[config.mk]
export PLATFORM = sky130hd
export DESIGN_NAME = playback_sequencer
export DESIGN_NICKNAME = d
export VERILOG_FILES = /design/src/design/playback_sequencer.sv
export SDC_FILE = /design/constraint.sdc
export NUM_CORES = 1
export LEC_CHECK = 0
export ABC_AREA = 1
export BUFFER_PORTS_ARGS = -buffer_cell sky130_fd_sc_hd__buf_2
export CAP_MARGIN = 15
export CELL_PAD_IN_SITES_DETAIL_PLACEMENT = 0
export CELL_PAD_IN_SITES_GLOBAL_PLACEMENT = 1
export CORE_MARGIN = 10
export CORE_UTILIZATION = 34
export DETAILED_ROUTE_END_ITERATION = 10
export PLACE_DENSITY_LB_ADDON = 0.1
export SETUP_SLACK_MARGIN = 0.1
export SLEW_MARGIN = 15
export SYNTH_ARGS = -nofsm -noshare
export SYNTH_HDL_FRONTEND = slang
export SYNTH_SLANG_ARGS = --single-unit
[constraint.sdc]
create_clock -name clock_ro -period 1.53 [get_ports clock_ro]
set_input_delay 0.0765 -clock clock_ro [delete_from_list [all_inputs] [get_ports clock_ro]]
set_output_delay 0.0765 -clock clock_ro [all_outputs]
set_load 0.005 [all_outputs]
[src/design/playback_sequencer.sv]
// wrapping byte address counter with latched loop bounds and a memory-aligned frame sync
`timescale 1ns/1ps

module playback_sequencer #(
	parameter int PATTERN_ADDR_BITS = 12
) (
	input  logic                         clock_ro,
	input  logic                         reset4_word_clock,
	input  logic                         run,
	input  logic [PATTERN_ADDR_BITS-1:0] start_address,
	input  logic [PATTERN_ADDR_BITS-1:0] end_address,
	output logic [PATTERN_ADDR_BITS-1:0] read_address,
	output logic                         sync
);
	// bounds held for the whole loop
	logic [PATTERN_ADDR_BITS-1:0] loop_start;
	logic [PATTERN_ADDR_BITS-1:0] loop_last;
	// read_address currently points at the first byte of a loop
	logic at_start;

	// ----------------------------------------------------------------------
	// address loop
	// ----------------------------------------------------------------------
	always_ff @(posedge clock_ro) begin
		if (reset4_word_clock || !run) begin
			// idle keeps tracking the registers
			read_address <= start_address;
			loop_start   <= start_address;
			loop_last    <= end_address - 1'b1;
			at_start     <= 1'b1;
			sync         <= 1'b0;
		end else begin
			// one cycle late to line up with the memory output
			sync <= at_start;
			if (read_address == loop_last) begin
				// wrap and pick up new bounds
				read_address <= start_address;
				loop_start   <= start_address;
				loop_last    <= end_address - 1'b1;
				at_start     <= 1'b1;
			end else begin
				read_address <= read_address + 1'b1;
				at_start     <= 1'b0;
			end
		end
	end

	// addresses stay inside the loop that was latched
	a_address_bounds: assert property (@(posedge clock_ro) disable iff (reset4_word_clock)
		run |-> (read_address >= loop_start && read_address <= loop_last))
		else $error("read address %h outside %h..%h", read_address, loop_start, loop_last);

endmodule

==> results of run 1 <==
==> power groups by stage <==
stage | clock, mW | combinational, mW | sequential (mW)
after detailed placement | 0 | 0.352 | 0.859
after global routing | 0.444 | 0.438 | 0.855
final | 0.400 | 0.382 | 0.845
after floorplan | 0 | 0.207 | 0.854
after CTS | 0.417 | 0.365 | 0.844
after global placement | 0 | 0.355 | 0.859
==> routing by layer <==
metal	up-vias	part of all wire (%)	wire, um	global-route usage [%]
met5	-	0	0	0
met4	0	1.8	64	4.78
met3	5	5.5	197	2.51
met2	28	45	1600	16.5
met1	578	48	1710	11.6
li1	748	-	-	-
==> synthesized netlist by cell type (2+ instances only) <==
library cell / n
nor2_1: 14
nand4_1: 6
o21ai_0: 2
edfxtp_1: 12
xor2_1: 9
ha_1: 2
buf_6: 3
inv_1: 39
nand3_1: 13
xnor2_1: 9
nand2_2: 3
nand2_1: 65
dfxtp_1: 14
o21ai_2: 7
==> flip-flops by register name, indices dropped and copies added (netlist names) <==
register      count
read_address     12
loop_last        12
sync              1
at_start          1
==> cells in the final DEF, fill, tap and decap left out, types with 2 or more instances in the layout <==
cell and count:
buf_12 2, buf_2 39, buf_4 10, clkbuf_8 3, dfxtp_1 10, dfxtp_2 4, dlygate4sd3_1 4, edfxtp_1 12
ha_1 2, inv_1 38, nand2_1 56, nand2_2 7, nand2_4 5, nand3_1 12, nand3_2 2, nand4_1 6
nor2_1 12, nor2_2 2, o21ai_0 2, o21ai_2 7, xnor2_1 9, xor2_1 9
==> worst max-delay path: stages (launching register included) <==
cell and delay [ps]:
dfxtp_1 450, xnor2_1 150, nand2_1 60, nor2_1 110
nand3_2 110, nand2_4 120, buf_12 140
==> kinds of logic (layout without fill, tap and decap cells) <==
logic type | Yosys count | count (layout) | share of synthesized area, %
and+or+nand+nor | 107 | 107 | 29.8
adders and majority gates | 2 | 2 | 1.61
xor gates and xnor gates | 19 | 19 | 11.2
buffers and inverters | 42 | 99 | 11.6
AOI/OAI and AO/OA | 9 | 9 | 4.59
DFF | 26 | 26 | 41.2
==> final timing paths <==
| kind | depth (start not counted) | slack, ps | endpoint | from |
|---|---|---|---|---|
| hold reg to reg | 1 | 460 | sync | at_start |
| setup / recovery | 6 | 110 | loop_last[7] | read_address[4] |
| setup reg to reg | 6 | 110 | loop_last[7] | read_address[4] |
| hold / removal | 3 | 2 | read_address[5] | start_address[5] |
==> cell type report <==
type,count,area (um^2)
clock buffer,4,45.0
inverter,39,146
tap,52,65.1
sequential,26,646
fill,459,2310
timing repair buffer,56,375
multi-input combinational,137,796
==> through the flow <==
stage | total power, mW | cell area, um^2
2_1_floorplan | 1.06 | 1560
3_3_place_gp | 1.21 | 1900
3_5_place_dp | 1.21 | 1900
4_1_cts | 1.63 | 1990
5_1_grt | 1.74 | 2070
6_report | 1.63 | 2070
==> repair_timing <==
item	4_1_cts	5_1_grt
cloned	0	1
resized for setup	4	18
hold endpoints to repair	4	0
hold buffers	4	0
pin swaps	0	4
endpoints found under the setup margin	17	24
==> key figures, run 1 <==
Routing
  • DRC: 0
  • Via/cell ratio: 4.33
  • Drt pass-1 iters: 4
  • Via Count: 1359
  • Routed Antenna Nets: 0
  • Final wirelength: 3570 um
  • 1st-iter DRT viols: 25
  • Wire per inst: 11.4 um

Placed design
  • PortBufs: 39
  • GP Congestion: 0.835
  • DP Wirelength: 2880 um
  • Placed Cells: 305
  • Setup WS pre-CTS: 83.6 ps

Timing
  • Final Max Tran Viols: 0
  • RSZ-0062 raised after global routing: yes
  • Minimum clock period: 1420 ps
  • Final period utilization: 92.7%
  • Total negative slack: 0 ps
  • Max-slew headroom: 79.4%
  • Final hold vios: 0
  • Final hold slack: 1.72 ps
  • Worst slew pin tran: 307 ps
  • Final setup viols: 0
  • Clock skew after layout: 2.49 ps
  • F_max: 0.705 GHz
  • Setup ws final: 111 ps

Job
  • MaxCap Viol Count: 0

Clock network
  • H-tree depth: 1
  • Setup Buffers After CTS: 0
  • Worst skew pair latency: 270 ps
  • CTS Root Cell: clkbuf_8
  • TritonCTS clock tree: yes
  • Clock slew at reported path FFs: 90 ps
  • CTS Buf Count: 3
  • Max Buffers Root-to-Sink: 2
  • Clock sink total: 26

Synthesis
  • Total number of yosys warnings: 0
  • Post-Synthesis Mean Instance Area: 7.58 um^2
  • Synth async-reset ratio: 0%
  • Post-Synthesis Cell Area: 0.00155 mm^2
  • Synth top area cells: edfxtp_1 23%, dfxtp_1 18%, nand2_1 16%
  • Largest area contributor in the netlist: edfxtp_1
  • #FFs+latches synth: 26
  • Dominant register cell in the synthesized netlist: dfxtp_1
  • Top-area cell type share of the netlist area: 23.2%
  • Mapped Nets: 234
  • Distinct cell type count after synthesis: 21
  • Syn Inst Count: 205
  • Post-synthesis sequential area ratio: 41.2%
  • Post-synth EDFFs: 12

Global routing
  • Largest net degree at the start of global routing: 20
  • Vias in the first global route: 1325
  • Initial antenna violation count: 0
  • GRT Total Usage: 9.93%
  • Global-route wire length before repair: 6120 um
  • Global route total overflow: 0

Finish
  • Nets@finish: 292
  • Layout area overhead: 33.4%
  • Finished Layout Cells: 314
  • Antenna cells: 0
  • Share of layout cells above drive strength 1: 32.8%
  • Fin util: 47.3%

Setup path
  • CP Capture Type: register
  • Setup CP Type: reg2reg
  • Worst-path fanout max: 12
  • Required time of the critical path: 1530 ps
  • Crit path DAT: 1410 ps
  • Critical path launch point type: register

Power
  • Worst-case vdd ir drop: 409 uV
  • LEAKAGE: 1.08 nW
  • Comb pwr share: 23.5%
  • Clock share of power: 24.6%
  • Sequential power share: 51.9%
  • Pint: 1.17 mW
  • Pwr/cell area: 784 mW/mm^2
  • Switch share: 28.3%
  • Sw Pwr: 460 uW

Outcome
  • Status: completed

Floorplanning
  • IO Pins: 40
  • FP Rows: 24
  • Initial Util: 35.4%
  • Die Width: 87.6 um
  • Die ar.: 0.00767 mm^2
  • Die height: 87.6 um
  • Core area: 0.00438 mm^2

Min path
  • Hold crit path type: in2reg
No activity file was read; power rests on OpenSTA's default activity.
==> inputs of run 2 (changes only) <==
--- a/config.mk
+++ b/config.mk
@@ -10,8 +10,7 @@
 export CAP_MARGIN = 15
 export CELL_PAD_IN_SITES_DETAIL_PLACEMENT = 0
 export CELL_PAD_IN_SITES_GLOBAL_PLACEMENT = 1
-export CORE_MARGIN = 10
-export CORE_UTILIZATION = 34
+export CORE_UTILIZATION = 35
 export DETAILED_ROUTE_END_ITERATION = 10
 export PLACE_DENSITY_LB_ADDON = 0.1
 export SETUP_SLACK_MARGIN = 0.1
==> constraint.sdc (replaced) <==
create_clock -name clock_ro -period 1.35 [get_ports clock_ro]
set_input_delay 0.0675 -clock clock_ro [delete_from_list [all_inputs] [get_ports clock_ro]]
set_output_delay 0.0675 -clock clock_ro [all_outputs]
set_load 0.005 [all_outputs]
==> key figures, run 2 (same netlist as run 1, synthesis figures left out) <==
Min path
  • Hold path cells: 3 (unchanged)
  • Hold crit path type: in2reg

Setup path
  • Worst-path fanout max: 16 (+4)
  • Crit path depth: 8 (+2)
  • Slowest-stage cell, CP: edfxtp_1
  • CP Capture Type: register
  • Crit path DAT: 1390 ps (-20 ps)
  • FF-to-FF path depth: 8 (+2)
  • CP most frequent cell: nand2_1
  • Setup CP Type: reg2reg
  • Critical Path, Cell by Cell: inv_1, nand2_1, nand2_1, nand2_1, nor2_2, nand3_2, nand2_4, buf_12
  • Crit path buf inv count: 2 (+1)
  • Required time of the critical path: 1340 ps (-190 ps)
  • Critical path launch point type: register
  • Crit-path max cell delay: 400 ps (-50 ps)
  • Family with the most delay on the worst path: simple AND/OR/NAND/NOR gates

Job
  • MaxCap Viol Count: 0 (unchanged)

Timing
  • Final period utilization: 104% (+11 points)
  • Setup ws final: -55.0 ps (-166 ps)
  • Final hold slack: 3.65 ps (+1.93 ps)
  • Max-slew headroom: 80.9% (+1.5 points)
  • Worst slew pin tran: 284 ps (-22.7 ps)
  • RSZ-0062 raised after global routing: yes
  • Minimum clock period: 1400 ps (-14.0 ps)
  • Clock skew after layout: 7.26 ps (+4.77 ps)
  • Final setup viols: 14 (+14)
  • Final hold vios: 0 (unchanged)
  • F_max: 0.712 GHz (+1.0%)
  • Final Max Tran Viols: 0 (unchanged)

Floorplanning
  • Die Width: 68.6 um (-22%)
  • FP Rows: 23 (-4.2%)
  • Die ar.: 0.00471 mm^2 (-39%)
  • Core area: 0.00414 mm^2 (-5.5%)
  • Die height: 68.6 um (-22%)
  • IO Pins: 40 (unchanged)
  • Initial Util: 37.5% (+2.1 points)

Clock network
  • CTS Buf Count: 3 (unchanged)
  • H-tree depth: 1 (unchanged)
  • Clock slew at reported path FFs: 90 ps (about the same)
  • TritonCTS clock tree: yes
  • Max Buffers Root-to-Sink: 2 (unchanged)
  • CTS Root Cell: clkbuf_8
  • Worst skew pair latency: 270 ps (about the same)
  • Clock sink total: 26 (unchanged)

Finish
  • Cell area after layout: 0.00208 mm^2 (+0.54%)
  • Share of layout cells above drive strength 1: 33.0% (+0.14 points)
  • Area of the multi-input gates: 751 um^2 (-5.7%)
  • Antenna cells: 0 (unchanged)
  • Layout area overhead: 34.1%
  • FF/Latch Area: 648 um^2 (+0.39%)
  • Top flop regs: loop_last (12), read_address (12)
  • Most frequent cells in the layout: 65 x nand2_1, 39 x inv_1, 39 x buf_2
  • Fin util: 50.3% (+3.0 points)
  • Commonest non-fill, non-tap cell in the layout: nand2_1
  • Fill cell count: 427 (-7.0%)
  • Nets@finish: 303 (+3.8%)

Global routing
  • Global route total overflow: 0 (unchanged)
  • Vias in the first global route: 1199 (-9.5%)
  • Global-route wire length before repair: 5180 um (-15%)
  • Initial antenna violation count: 0 (unchanged)
  • GRT Total Usage: 15.5% (+5.5 points)
  • Largest net degree at the start of global routing: 17 (-15%)

Outcome
  • Violated checks: negative setup slack
  • Status: finished with violations

Placed design
  • Setup WS pre-CTS: -85.8 ps (-169 ps)
  • GP Congestion: 0.751 (-10%)
  • PortBufs: 39 (unchanged)
  • Post-DP Area: 0.00196 mm^2 (+3.6%)
  • DP Wirelength: 2630 um (-8.7%)

Power
  • Pwr/cell area: 889 mW/mm^2 (+13%)
  • LEAKAGE: 1.11 nW (+2.7%)
  • Worst-case vdd ir drop: 333 uV (-19%)
  • Final total power: 1.85 mW (+14%)

Routing
  • Wire per inst: 9.99 um (-12%)
  • DRC: 0 (unchanged)
  • 1st-iter DRT viols: 60 (+140%)
  • Final wirelength: 3230 um (-9.7%)
  • Via Count: 1373 (+1.0%)
  • Routed Antenna Nets: 0 (unchanged)
  • Drt pass-1 iters: 4 (unchanged)
  • Via/cell ratio: 4.25 (-1.8%)
-- run 2: changes by cell type in the layout (fill, tap and decap cells not counted), sizes merged --
cell and delta:
buf +12, clkbuf -1
-- run 2: metrics by stage --
step	cells	TNS, ps
6_report	323	-643
5_1_grt	323	-3270
4_1_cts	323	-1300
3_5_place_dp	313	-1190
3_3_place_gp	313	-616
2_1_floorplan	205	-729
-- run 2: layout make-up --
class,instances,area share [%]
Clock buffer,4,2.16
Inverter,39,7.02
Multi-Input combinational cell,137,36.0
Sequential cell,26,31.1
Tap cell,50,3.00
Timing Repair Buffer,67,20.7
-- run 2: power breakdown --
group | internal, mW | switching, mW
Combinational | 0.226 | 0.217
Clock | 0.211 | 0.243
Sequential | 0.898 | 0.0572
-- run 2: worst register-to-register path, cell delays in order, from the launching register on --
cell and delay (ps):
edfxtp_1 400, inv_1 70, nand2_1 40, nand2_1 50
nand2_1 70, nor2_2 120, nand3_2 120, nand2_4 100
buf_12 150
-- run 2: metal layers --
metal / share of wire, % / GRT usage (%) / vias to the layer above
met5: 0 / 0 / -
met4: 0.84 / 6.25 / 0
met3: 2.9 / 2.47 / 2
met2: 46 / 25.5 / 25
met1: 51 / 20.0 / 580
li1: - / - / 766
-- run 2: worst paths after layout --
kind,slack [ps],from,end
hold / removal,4,start_address[3],read_address[3]
setup reg to reg,-50,loop_last[11],loop_last[4]
setup / recovery,-50,loop_last[11],loop_last[4]
hold reg to reg,460,at_start,sync
-- run 2: repair_timing --
| item | CTS | global route |
|---|---|---|
| hold buffers | 4 | 0 |
| resized for setup | 1 | 5 |
| buffers inserted | 2 | 0 |
| hold endpoints to repair | 4 | 0 |
| endpoints found under the setup margin | 24 | 25 |
| pin swaps | 0 | 1 |
