$ cat src/design/siggen_pkg.sv
// shared frame and sample types, command code and register indices for the pattern generator
package siggen_pkg;

	// ----------------------------------------------------------------------
	// spi frame layout
	// ----------------------------------------------------------------------

	// bits per transaction, command + address + data
	localparam int FRAME_BITS = 56;

	// one spi transaction, msb first on the wire
	// so a 56-bit shift register maps straight onto it
	typedef struct packed {
		logic [7:0]  command;
		logic [15:0] address;
		logic [31:0] data;
	} spi_frame_t;

	// only this command writes, anything else is a read
	localparam logic [7:0] CMD_WRITE = 8'h57;

	// ----------------------------------------------------------------------
	// control register map (select 0)
	// ----------------------------------------------------------------------

	localparam logic [3:0] REG_START   = 4'd0;
	localparam logic [3:0] REG_END     = 4'd1;
	localparam logic [3:0] REG_CONTROL = 4'd2;

	// ----------------------------------------------------------------------
	// playback output
	// ----------------------------------------------------------------------

	// one byte per clock, sync marks first byte of a loop
	typedef struct packed {
		logic [7:0] data;
		logic       sync;
	} sample_t;

endpackage
$ cat src/design/control_registers.sv
// control register bank holding start address, end address and run, with SPI readback
`timescale 1ns/1ps

module control_registers import siggen_pkg::*; #(
	parameter int PATTERN_ADDR_BITS = 12
) (
	input  logic                         clock_ro,
	input  logic                         reset4_word_clock,
	input  logic                         transaction_valid,
	input  logic                         address_valid,
	input  spi_frame_t                   frame,
	output logic [31:0]                  read_data,
	output logic [PATTERN_ADDR_BITS-1:0] start_address,
	output logic [PATTERN_ADDR_BITS-1:0] end_address,
	output logic                         run
);
	localparam int PAD_BITS = 32 - PATTERN_ADDR_BITS;

	logic [3:0] reg_index;
	logic write_en;

	assign reg_index = frame.address[3:0];
	assign write_en  = transaction_valid && (frame.command == CMD_WRITE);

	// ----------------------------------------------------------------------
	// register writes
	// ----------------------------------------------------------------------
	always_ff @(posedge clock_ro) begin
		if (reset4_word_clock) begin
			start_address <= '0;
			end_address   <= PATTERN_ADDR_BITS'(4);
			run           <= 1'b0;
		end else if (write_en) begin
			case (reg_index)
				REG_START:   start_address <= frame.data[PATTERN_ADDR_BITS-1:0];
				REG_END:     end_address   <= frame.data[PATTERN_ADDR_BITS-1:0];
				REG_CONTROL: run           <= frame.data[0];
				default:     ;
			endcase
		end
	end

	// ----------------------------------------------------------------------
	// readback, sampled at the header so a write in the same frame is not seen
	// ----------------------------------------------------------------------
	always_ff @(posedge clock_ro) begin
		if (address_valid) begin
			case (reg_index)
				REG_START:   read_data <= {{PAD_BITS{1'b0}}, start_address};
				REG_END:     read_data <= {{PAD_BITS{1'b0}}, end_address};
				REG_CONTROL: read_data <= {31'd0, run};
				// unmapped indices read as zero
				default:     read_data <= '0;
			endcase
		end
	end

	// an empty or inverted loop would run the sequencer off its bounds
	a_loop_bounds: assert property (@(posedge clock_ro) disable iff (reset4_word_clock)
		run |-> (end_address > start_address))
		else $error("end address not above start address while running");

endmodule

$ cat config.mk
export PLATFORM = sky130hd
export DESIGN_NAME = control_registers
export DESIGN_NICKNAME = d
export VERILOG_FILES = /design/src/design/siggen_pkg.sv /design/src/design/control_registers.sv
export SDC_FILE = /design/constraint.sdc
export NUM_CORES = 1
export LEC_CHECK = 0
export BUFFER_PORTS_ARGS = -buffer_cell sky130_fd_sc_hd__buf_2
export CORE_MARGIN = 4
export CORE_UTILIZATION = 25
export DETAILED_ROUTE_END_ITERATION = 16
export GPL_ROUTABILITY_DRIVEN = 0
export GPL_TIMING_DRIVEN = 0
export PLACE_DENSITY = 0.65
export SLEW_MARGIN = 20
export SYNTH_ARGS = -nofsm -noshare
export SYNTH_HDL_FRONTEND = slang
export SYNTH_SLANG_ARGS = --single-unit
$ cat constraint.sdc
create_clock -name clock_ro -period 1.1 [get_ports clock_ro]
set_input_delay 0.11 -clock clock_ro [delete_from_list [all_inputs] [get_ports clock_ro]]
set_output_delay 0.11 -clock clock_ro [all_outputs]
set_load 0.03 [all_outputs]
==> results of run 1 <==
==> timing repair <==
item / in CTS / in global routing
resized for setup: 2 / 0
pin swaps: 0 / 4
setup buffers: 0 / 3
setup endpoints to repair: 11 / 16
==> Yosys cell counts, drive strengths merged <==
master	n	area, um^2
a22o	11	96.3
a22oi	1	7.51
and2	1	6.26
and3b	1	8.76
and4	1	8.76
and4bb	1	12.5
buf	23	189
clkbuf	6	22.5
conb	1	3.75
dfxtp	25	500
edfxtp	12	360
mux2i	25	250
nand2	2	7.51
nand2b	36	225
nand4	2	18.8
nor2	2	7.51
nor4	1	21.3
nor4b	2	32.5
==> state kept, by name, summed over array words and instances (netlist names) <==
signal / flops
end_address: 12
read_data: 12
run: 1
start_address: 12
==> worst max-delay path: cells and delay by family <==
kind                   cells  cell delay (ns)
AO/OA/AOI/OAI              1             0.18
buffers and inverters      3             0.57
AND/OR/NAND/NOR            1             0.32
==> metrics by stage <==
stage	std cells	setup WS, ns
finish	341	0.0901
global route	341	0.00412
global placement	331	-0.431
floorplan	172	-0.00293
CTS	339	0.00807
detailed placement	331	-0.427
==> cell type report <==
class                           instances  area, um^2
Buffer                                 28         198
Clock inverter                          2        10.0
Clock buffer                            6        72.6
Multi-Input combinational cell        106         778
Sequential cell                        37         861
Timing Repair Buffer                   66         338
Fill cell                             714        4490
Tap cell                               96         120
==> worst min-delay path by stage <==
stage,startpoint,to,slack (ns),cells after the start
5_1_grt,frame[2],start_address[2],0.09,3
2_1_floorplan,address_valid,read_data[0],0.22,0
3_3_place_gp,frame[2],start_address[2],0.40,3
3_5_place_dp,frame[2],start_address[2],0.41,3
6_report,frame[2],start_address[2],0.09,3
4_1_cts,frame[2],start_address[2],0.09,3
==> metal layers <==
layer  vias to the layer above  wire length (um)  global-route usage, %
met3                         5               374                   4.22
met5                         -                 0                      0
met4                         0                76                   4.08
met2                        44              2100                   17.5
li1                        675                 -                      -
met1                       619              1690                   10.9
==> cells by family (layout without fill, tap and decap cells) <==
group | after synthesis | in the layout | synth area share, %
AOI/OAI and AO/OA | 12 | 12 | 5.84
other | 1 | 20 | 0.211
and+or+nand+nor | 49 | 49 | 19.6
buffers and inverters | 29 | 102 | 11.9
DFF | 37 | 37 | 48.4
muxes | 25 | 25 | 14.1
==> power by group through the flow <==
stage | clock network (mW) | registers (mW) | logic (mW)
floorplan | 0 | 1.49 | 0.210
global placement | 0 | 1.46 | 0.346
detailed placement | 0 | 1.46 | 0.346
CTS | 0.936 | 1.43 | 0.347
global route | 0.996 | 1.43 | 0.377
finish | 0.908 | 1.43 | 0.350
==> reports/qor.yml, run 1 <==
cpPeakStageDelay_ns: 0.32
grt_pass1_wl_um: 6640
die_h_um: 92.4
critical_path_arrival_ns: 1.17
crit_chain: "buf_2 > nor4b_4 > buf_4 > clkbuf_2 > a22o_1"
wire_per_inst_um: 12.4
final_layout_size_suffix_gt1_share_pct: 40.8
dpl.hpwl_um: 3210
cp-endpoint: "read_data[10]"
die-area_mm2: 0.00853
power_mw: 2.68
worstReg2RegStart: "end_address[0]"
clock-sinks: 37
fin_tns_setup_ns: 0
fmax_mhz: 990
syn_to_final_growth_pct: 33.6
drt_wl_total_um: 4240
clk_pin_slew_worst_paths_ns: 0.07
start_util_pct: 25.9
ios: 117
drv_slew: 0
synth_cells: 153
p_int_mw: 1.99
cts_max_level: 2
end_kind: "flop"
r2r_end: "read_data[0]"
seqPwrFrac_pct: 53.1
grt_max_degree: 13
fin_util_pct: 34.6
yosysSeqAreaShare_pct: 48.4
peakVddDrop_v: 0.000412
clock_skew_ns: 0.00282
ys_types: 22
ys_warn_count: 0
rsz0062_at_grt: "no"
switching_power_uw: 690
cp.required_ns: 1.26
r2r_slack_ns: 0.29
comb_power_share_pct: 13.0
drtIter0Drc: 55
reg2reg_depth: 2
hold_viol: 0
synth_area_mm2: 0.00178
vias: 1343
fin_crit_ns: 1.01
track_usage_pct: 10.1
holdCritPathClass: "input pin to flop"
synth-seq-cells: 37
leakage_nw: 1.17
ant_nets: 0
nets: 304
rows: 30
cts_tree: "built"
cts.path.max_buffers: 2
cts_made_buffers: 5
grt_antenna_before_repair: 0
cp_slowest_cell: "nor4b_4"
firstDrtPassIters: 2
clk_latency_ns: 0.29
layout_commonest_cell: "buf_2"
cts_root_buf: "clkbuf_8"
path_class: "input pin to flop"
grt_pass1_vias: 1317
grt_remaining_overflow: 0
fp.dieW_um: 92.4
period_share_pct: 91.8
swShare_pct: 25.7
p_clk_share_pct: 33.8
place_area_mm2: 0.00229
viasPerCell: 3.94
path_max_fanout: 10
startpoint_type: "input pin"
crit_start: "frame[34]"
io_buffers: 63
drv_cap: 0
finalSetupViolCount: 0
design_area_mm2: 0.00238
power.density_mw_per_mm2: 1130
outcome: "completed"
core-area_mm2: 0.00687
ctsHoldBuffers: 0
avgSynthCellArea_um2: 11.6
layout_common_cells: "buf_2 (63), nand2b_1 (36), mux2i_1 (25), dfxtp_1 (25), buf_4 (23)"
hold_ws_ns: 0.0921
drc: 0
antennaDiodeCount: 0
Note: power is estimated with default switching activity, not from simulation.
==> inputs of run 2 (changes only) <==
CORE_MARGIN = 3   (was 4)
==> run 2 against run 1 <==
  * Non-clock buffer count increased by 1
  * Largest cell class unchanged
  * Sequential share of layout area is 0.30 points lower
  * Die area fell by 4.3%
  * Clock power fell by 1%
  * Utilization grew 0.48 points
  * Clock-buffer cell count unchanged
  * Final area is 0.84% higher
  * Routed wire length down 1.4%
  * Clock skew increased by 0.0035 ns
  * Highest routed layer unchanged
  * Fmax decreased by 2.4%
  * Worst setup slack lost 0.024 ns
  * Via count fell by 1.1%
  * Largest power group unchanged
==> reports/qor.yml, run 2 (synthesis results as in run 1) <==
grt_max_degree: 13  # unchanged
grt_pass1_vias: 1307  # was 1317
clock-sinks: 37  # unchanged
fp.dieW_um: 90.4  # was 92.4 um
drtIter0Drc: 46  # was 55
period_share_pct: 94.0  # was 91.8%
die_h_um: 90.4  # was 92.4 um
ctsHoldBuffers: 0  # unchanged
antennaDiodeCount: 0  # unchanged
fin_crit_ns: 1.03  # was 1.01 ns
path_class: "input pin to flop"  # unchanged
cp.required_ns: 1.32  # was 1.26 ns
cts_made_buffers: 5  # unchanged
hold_viol: 0  # unchanged
multi_input_area_um2: 778  # unchanged
cts_max_level: 2  # unchanged
finalSetupViolCount: 0  # unchanged
grt_antenna_before_repair: 0  # unchanged
hold_ws_ns: 0.0952  # was 0.0921 ns
peakVddDrop_v: 0.000381  # was 0.000412 V
drc: 0  # unchanged
grt_remaining_overflow: 0  # unchanged
rows: 30  # unchanged
dp.cells: 331  # unchanged
clk_latency_ns: 0.28  # was 0.29 ns
fmax_mhz: 967  # was 990 MHz
layout_common_cells: "buf_2 (63), nand2b_1 (36), mux2i_1 (25), dfxtp_1 (25), buf_4 (23)"  # unchanged
core-area_mm2: 0.00683  # was 0.00687 mm^2
layout_commonest_cell: "buf_2"  # unchanged
place_worst_setup_slack_ns: -0.418  # was -0.427 ns
seq_area_um2: 861  # unchanged
critical_path_arrival_ns: 1.25  # was 1.17 ns
cts.path.max_buffers: 2  # unchanged
cpPeakStageDelay_ns: 0.31  # was 0.32 ns
clock_skew_ns: 0.00636  # was 0.00282 ns
vias: 1328  # was 1343
fin_util_pct: 35.1  # was 34.6%
syn_to_final_growth_pct: 34.7  # was 33.6%
rsz0062_at_grt: "no"  # unchanged
final_layout_size_suffix_gt1_share_pct: 41.1  # was 40.8%
die-area_mm2: 0.00816  # was 0.00853 mm^2
leakage_nw: 1.18  # was 1.17 nW
grt_pass1_wl_um: 6580  # was 6640 um
nets: 305  # was 304
layout_setup_ws_ns: 0.0657  # was 0.0901 ns
cts_tree: "built"  # unchanged
startpoint_type: "input pin"  # unchanged
drv_slew: 0  # unchanged
ant_nets: 0  # unchanged
wire_per_inst_um: 12.2  # was 12.4 um
crit_chain: "buf_2 > nor4b_4 > and4_1 > buf_6 > buf_12 > mux2i_1"  # was buf_2 > nor4b_4 > buf_4 > clkbuf_2 > a22o_1
path_max_fanout: 10  # unchanged
drv_cap: 0  # unchanged
crit_family: "simple AND/OR/NAND/NOR gates"  # was buffers and inverters
nFillCells: 718  # was 714
start_util_pct: 26.0  # was 25.9%
ios: 117  # unchanged
power.density_mw_per_mm2: 1110  # was 1130 mW/mm^2
reg_top3: "end_address x12, read_data x12, start_address x12"  # unchanged
drt_wl_total_um: 4180  # was 4240 um
dpl.hpwl_um: 3120  # was 3210 um
track_usage_pct: 10.2  # was 10.1%
clk_pin_slew_worst_paths_ns: 0.07  # about the same
holdCritPathClass: "input pin to flop"  # unchanged
cp_slowest_cell: "nor4b_4"  # unchanged
outcome: "completed"  # unchanged
end_kind: "flop"  # unchanged
power_mw: 2.67  # was 2.68 mW
io_buffers: 63  # unchanged
viasPerCell: 3.88  # was 3.94
fin_cells: 342  # was 341
crit_buf_inv: 3  # unchanged
r2r_slack_ns: 0.28  # was 0.29 ns
firstDrtPassIters: 4  # was 2
cts_root_buf: "clkbuf_8"  # unchanged
==> run 2: layout make-up <==
cell class / instances / area share, %
Sequential cell: 37 / 35.9
Multi-Input combinational cell: 106 / 32.5
Buffer: 29 / 9.08
Clock inverter: 2 / 0.418
Timing Repair Buffer: 66 / 14.1
Clock buffer: 6 / 3.03
Tap cell: 96 / 5.01
==> run 2: what timing repair did <==
item	CTS	global route
pin swaps	0	4
buffers inserted	0	3
resized for setup	2	0
endpoints found under the hold margin	0	0
endpoints found under the setup margin	11	17
==> run 2: final timing paths <==
| check | start | endpoint | cells past startpoint |
|---|---|---|---|
| worst min register to register | end_address[8] | end_address[8] | 2 |
| worst max register to register | end_address[0] | read_data[0] | 2 |
| worst max-delay path | frame[34] | end_address[4] | 6 |
| worst min-delay path | frame[2] | start_address[2] | 3 |
==> run 2: power breakdown <==
part	switching (mW)	internal, mW
combinational	0.217	0.133
sequential	0.00387	1.42
clock	0.456	0.439
total	0.677	1.99
==> run 2: per-layer routing <==
metal	share of wire [%]	GRT usage, %	wire length, um	vias to the layer above
met4	0.65	3.83	27	0
li1	-	-	-	675
met5	0	0	0	-
met3	8.8	4.42	369	2
met2	52	17.9	2160	46
met1	39	10.9	1630	605
==> run 2: per-stage QoR <==
stage | TNS [ns] | area [um^2]
floorplan | -0.0293 | 1850
global placement | -10.67 | 2290
detailed placement | -10.36 | 2290
CTS | 0 | 2370
global route | 0 | 2400
finish | 0 | 2400
==> run 2: worst reg2reg max path: stages, from the launching register on <==
cell     delay (ns)
dfxtp_1        0.33
a22oi_1        0.18
nand2_1        0.07
==> inputs of run 3 (changes only) <==
CORE_ASPECT_RATIO = 1.5   (was unset)
==> run 3 against run 2 <==
  * Sequential share of layout area rose by 0.13 points
  * Routed wire length increased by 4.9%
  * Critical path type unchanged
  * Register-to-register slack lost 0.03 ns
  * Final cell count is 4.7% lower
  * Critical path depth down 2
  * Utilization down 0.46 points
  * Final area down 0.37%
  * Combinational power barely moved
  * Fmax rose by 1.3%
  * Critical endpoint is now read_data[7]
  * Clock-buffer cell count decreased by 1
  * Sequential power about the same
==> reports/qor.yml, run 3 (synthesis results as in run 1) <==
outcome: "completed"  # unchanged
peakVddDrop_v: 0.000377  # was 0.000381 V
p_clk_share_pct: 33.2  # was 33.5%
start_util_pct: 25.8  # was 26.0%
cp_slowest_cell: "nor4_4"  # was nor4b_4
r2r_slack_ns: 0.25  # was 0.28 ns
power_mw: 2.66  # was 2.67 mW
clk_latency_ns: 0.28  # about the same
drtIter0Drc: 32  # was 46
drv_slew: 0  # unchanged
power.density_mw_per_mm2: 1110  # about the same
clock-sinks: 37  # unchanged
period_share_pct: 92.8  # was 94.0%
path_max_fanout: 10  # unchanged
grt_max_degree: 13  # unchanged
grt_pass1_wl_um: 6460  # was 6580 um
leakage_nw: 1.19  # was 1.18 nW
grt_antenna_before_repair: 0  # unchanged
fmax_mhz: 979  # was 967 MHz
cts_tree: "built"  # unchanged
grt_pass1_vias: 1293  # was 1307
routed.top_layer: "met4"  # unchanged
antennaDiodeCount: 0  # unchanged
reg2reg_depth: 2  # unchanged
syn_to_final_growth_pct: 34.2  # was 34.7%
dpl.hpwl_um: 3390  # was 3120 um
hold_ws_ns: 0.100  # was 0.0952 ns
layout_commonest_cell: "buf_2"  # unchanged
wl_met1_um: 1600  # was 1630 um
vias: 1354  # was 1328
rsz0062_at_grt: "no"  # unchanged
worstReg2RegStart: "end_address[0]"  # unchanged
startpoint_type: "input pin"  # unchanged
clk_pin_slew_worst_paths_ns: 0.07  # about the same
r2r_end: "read_data[0]"  # unchanged
wl_met3_um: 301  # was 369 um
ant_nets: 0  # unchanged
holdPathEnd: "start_address[2]"  # unchanged
seqPwrFrac_pct: 53.6  # was 53.4%
p_int_mw: 1.98  # was 1.99 mW
path_class: "input pin to flop"  # unchanged
place_worst_setup_slack_ns: -0.474  # was -0.418 ns
die-area_mm2: 0.00819  # was 0.00816 mm^2
holdCritPathClass: "input pin to flop"  # unchanged
clock_skew_ns: 0.00204  # was 0.00636 ns
drt_wl_total_um: 4390  # was 4180 um
grt_remaining_overflow: 0  # unchanged
hold_path_depth: 3  # unchanged
cpPeakStageDelay_ns: 0.40  # was 0.31 ns
wl_met2_um: 2410  # was 2160 um
cts.path.max_buffers: 2  # unchanged
swShare_pct: 25.5  # was 25.4%
final_layout_size_suffix_gt1_share_pct: 41.1  # about the same
layout_setup_ws_ns: 0.0790  # was 0.0657 ns
nets: 307  # was 305
cts_max_level: 2  # unchanged
fin_crit_ns: 1.02  # was 1.03 ns
fp.dieW_um: 74.9  # was 90.4 um
comb_power_share_pct: 13.2  # was 13.1%
cts_root_buf: "clkbuf_8"  # unchanged
critical_path_arrival_ns: 1.17  # was 1.25 ns
crit_chain: "buf_2 > nor4_4 > clkbuf_2 > a22o_1"  # was buf_2 > nor4b_4 > and4_1 > buf_6 > buf_12 > mux2i_1
fin_tns_setup_ns: 0  # unchanged
end_kind: "flop"  # unchanged
cts_made_buffers: 5  # unchanged
track_usage_pct: 10.7  # was 10.2%
drc: 0  # unchanged
wire_per_inst_um: 13.5  # was 12.2 um
rows: 37  # was 30
layout_common_cells: "buf_2 (63), nand2b_1 (36), mux2i_1 (25), buf_4 (25), dfxtp_1 (25)"  # was buf_2 (63), nand2b_1 (36), mux2i_1 (25), dfxtp_1 (25), buf_4 (23)
hp-start: "frame[2]"  # unchanged
core-area_mm2: 0.00690  # was 0.00683 mm^2
firstDrtPassIters: 4  # unchanged
ios: 117  # unchanged
finalSetupViolCount: 0  # unchanged
drv_cap: 0  # unchanged
viasPerCell: 4.15  # was 3.88
cp.required_ns: 1.25  # was 1.32 ns
switching_power_uw: 678  # was 677 uW
io_buffers: 63  # unchanged
die_h_um: 109  # was 90.4 um
reg_top3: "end_address x12, read_data x12, start_address x12"  # unchanged
hold_viol: 0  # unchanged
-- run 3: timing repair --
action / in CTS / in global routing
gates resized for setup: 2 / 0
setup buffers: 2 / 3
setup endpoints to repair: 17 / 12
pin swaps: 1 / 2
cloned: 0 / 0
hold buffers: 0 / 0
-- run 3: power groups by stage --
stage	clock [mW]	sequential, mW	combinational (mW)
finish	0.884	1.43	0.351
global route	0.976	1.43	0.380
global placement	0	1.46	0.346
floorplan	0	1.49	0.210
CTS	0.913	1.43	0.353
detailed placement	0	1.46	0.350
-- run 3: worst max path at each step --
stage | endpoint | startpoint
2_1_floorplan | end_address[10] | frame[33]
3_3_place_gp | read_data[6] | frame[32]
4_1_cts | start_address[10] | frame[32]
3_5_place_dp | read_data[7] | frame[32]
5_1_grt | read_data[10] | frame[34]
6_report | read_data[7] | frame[34]
-- run 3: cell type report --
cell class | instances | area, um^2
buffer | 29 | 218
clock buffer | 5 | 68.8
clock inverter | 3 | 12.5
fill | 714 | 4510
multi-input combinational | 106 | 778
sequential | 37 | 861
tap | 78 | 97.6
timing repair buffer | 68 | 353
-- run 3: routing by layer --
metal | up-vias | global-route usage [%]
met5 | - | 0
met4 | 0 | 4.20
met3 | 6 | 2.56
met2 | 46 | 19.8
met1 | 624 | 11.3
li1 | 678 | -
-- run 3: worst max-delay path, delay by kind of cell --
family	cells	cell delay (ns)
AOI/OAI and AO/OA	1	0.19
and+or+nand+nor	1	0.40
buffers and inverters	2	0.47
-- run 3: per-stage QoR --
| stage | instances | util [%] | instance area (um^2) |
|---|---|---|---|
| 2_1_floorplan | 172 | - | 1850 |
| 3_3_place_gp | 313 | 32.9 | 2270 |
| 3_5_place_dp | 313 | 32.9 | 2270 |
| 4_1_cts | 323 | 34.3 | 2370 |
| 5_1_grt | 326 | 34.6 | 2390 |
| 6_report | 326 | 34.6 | 2390 |
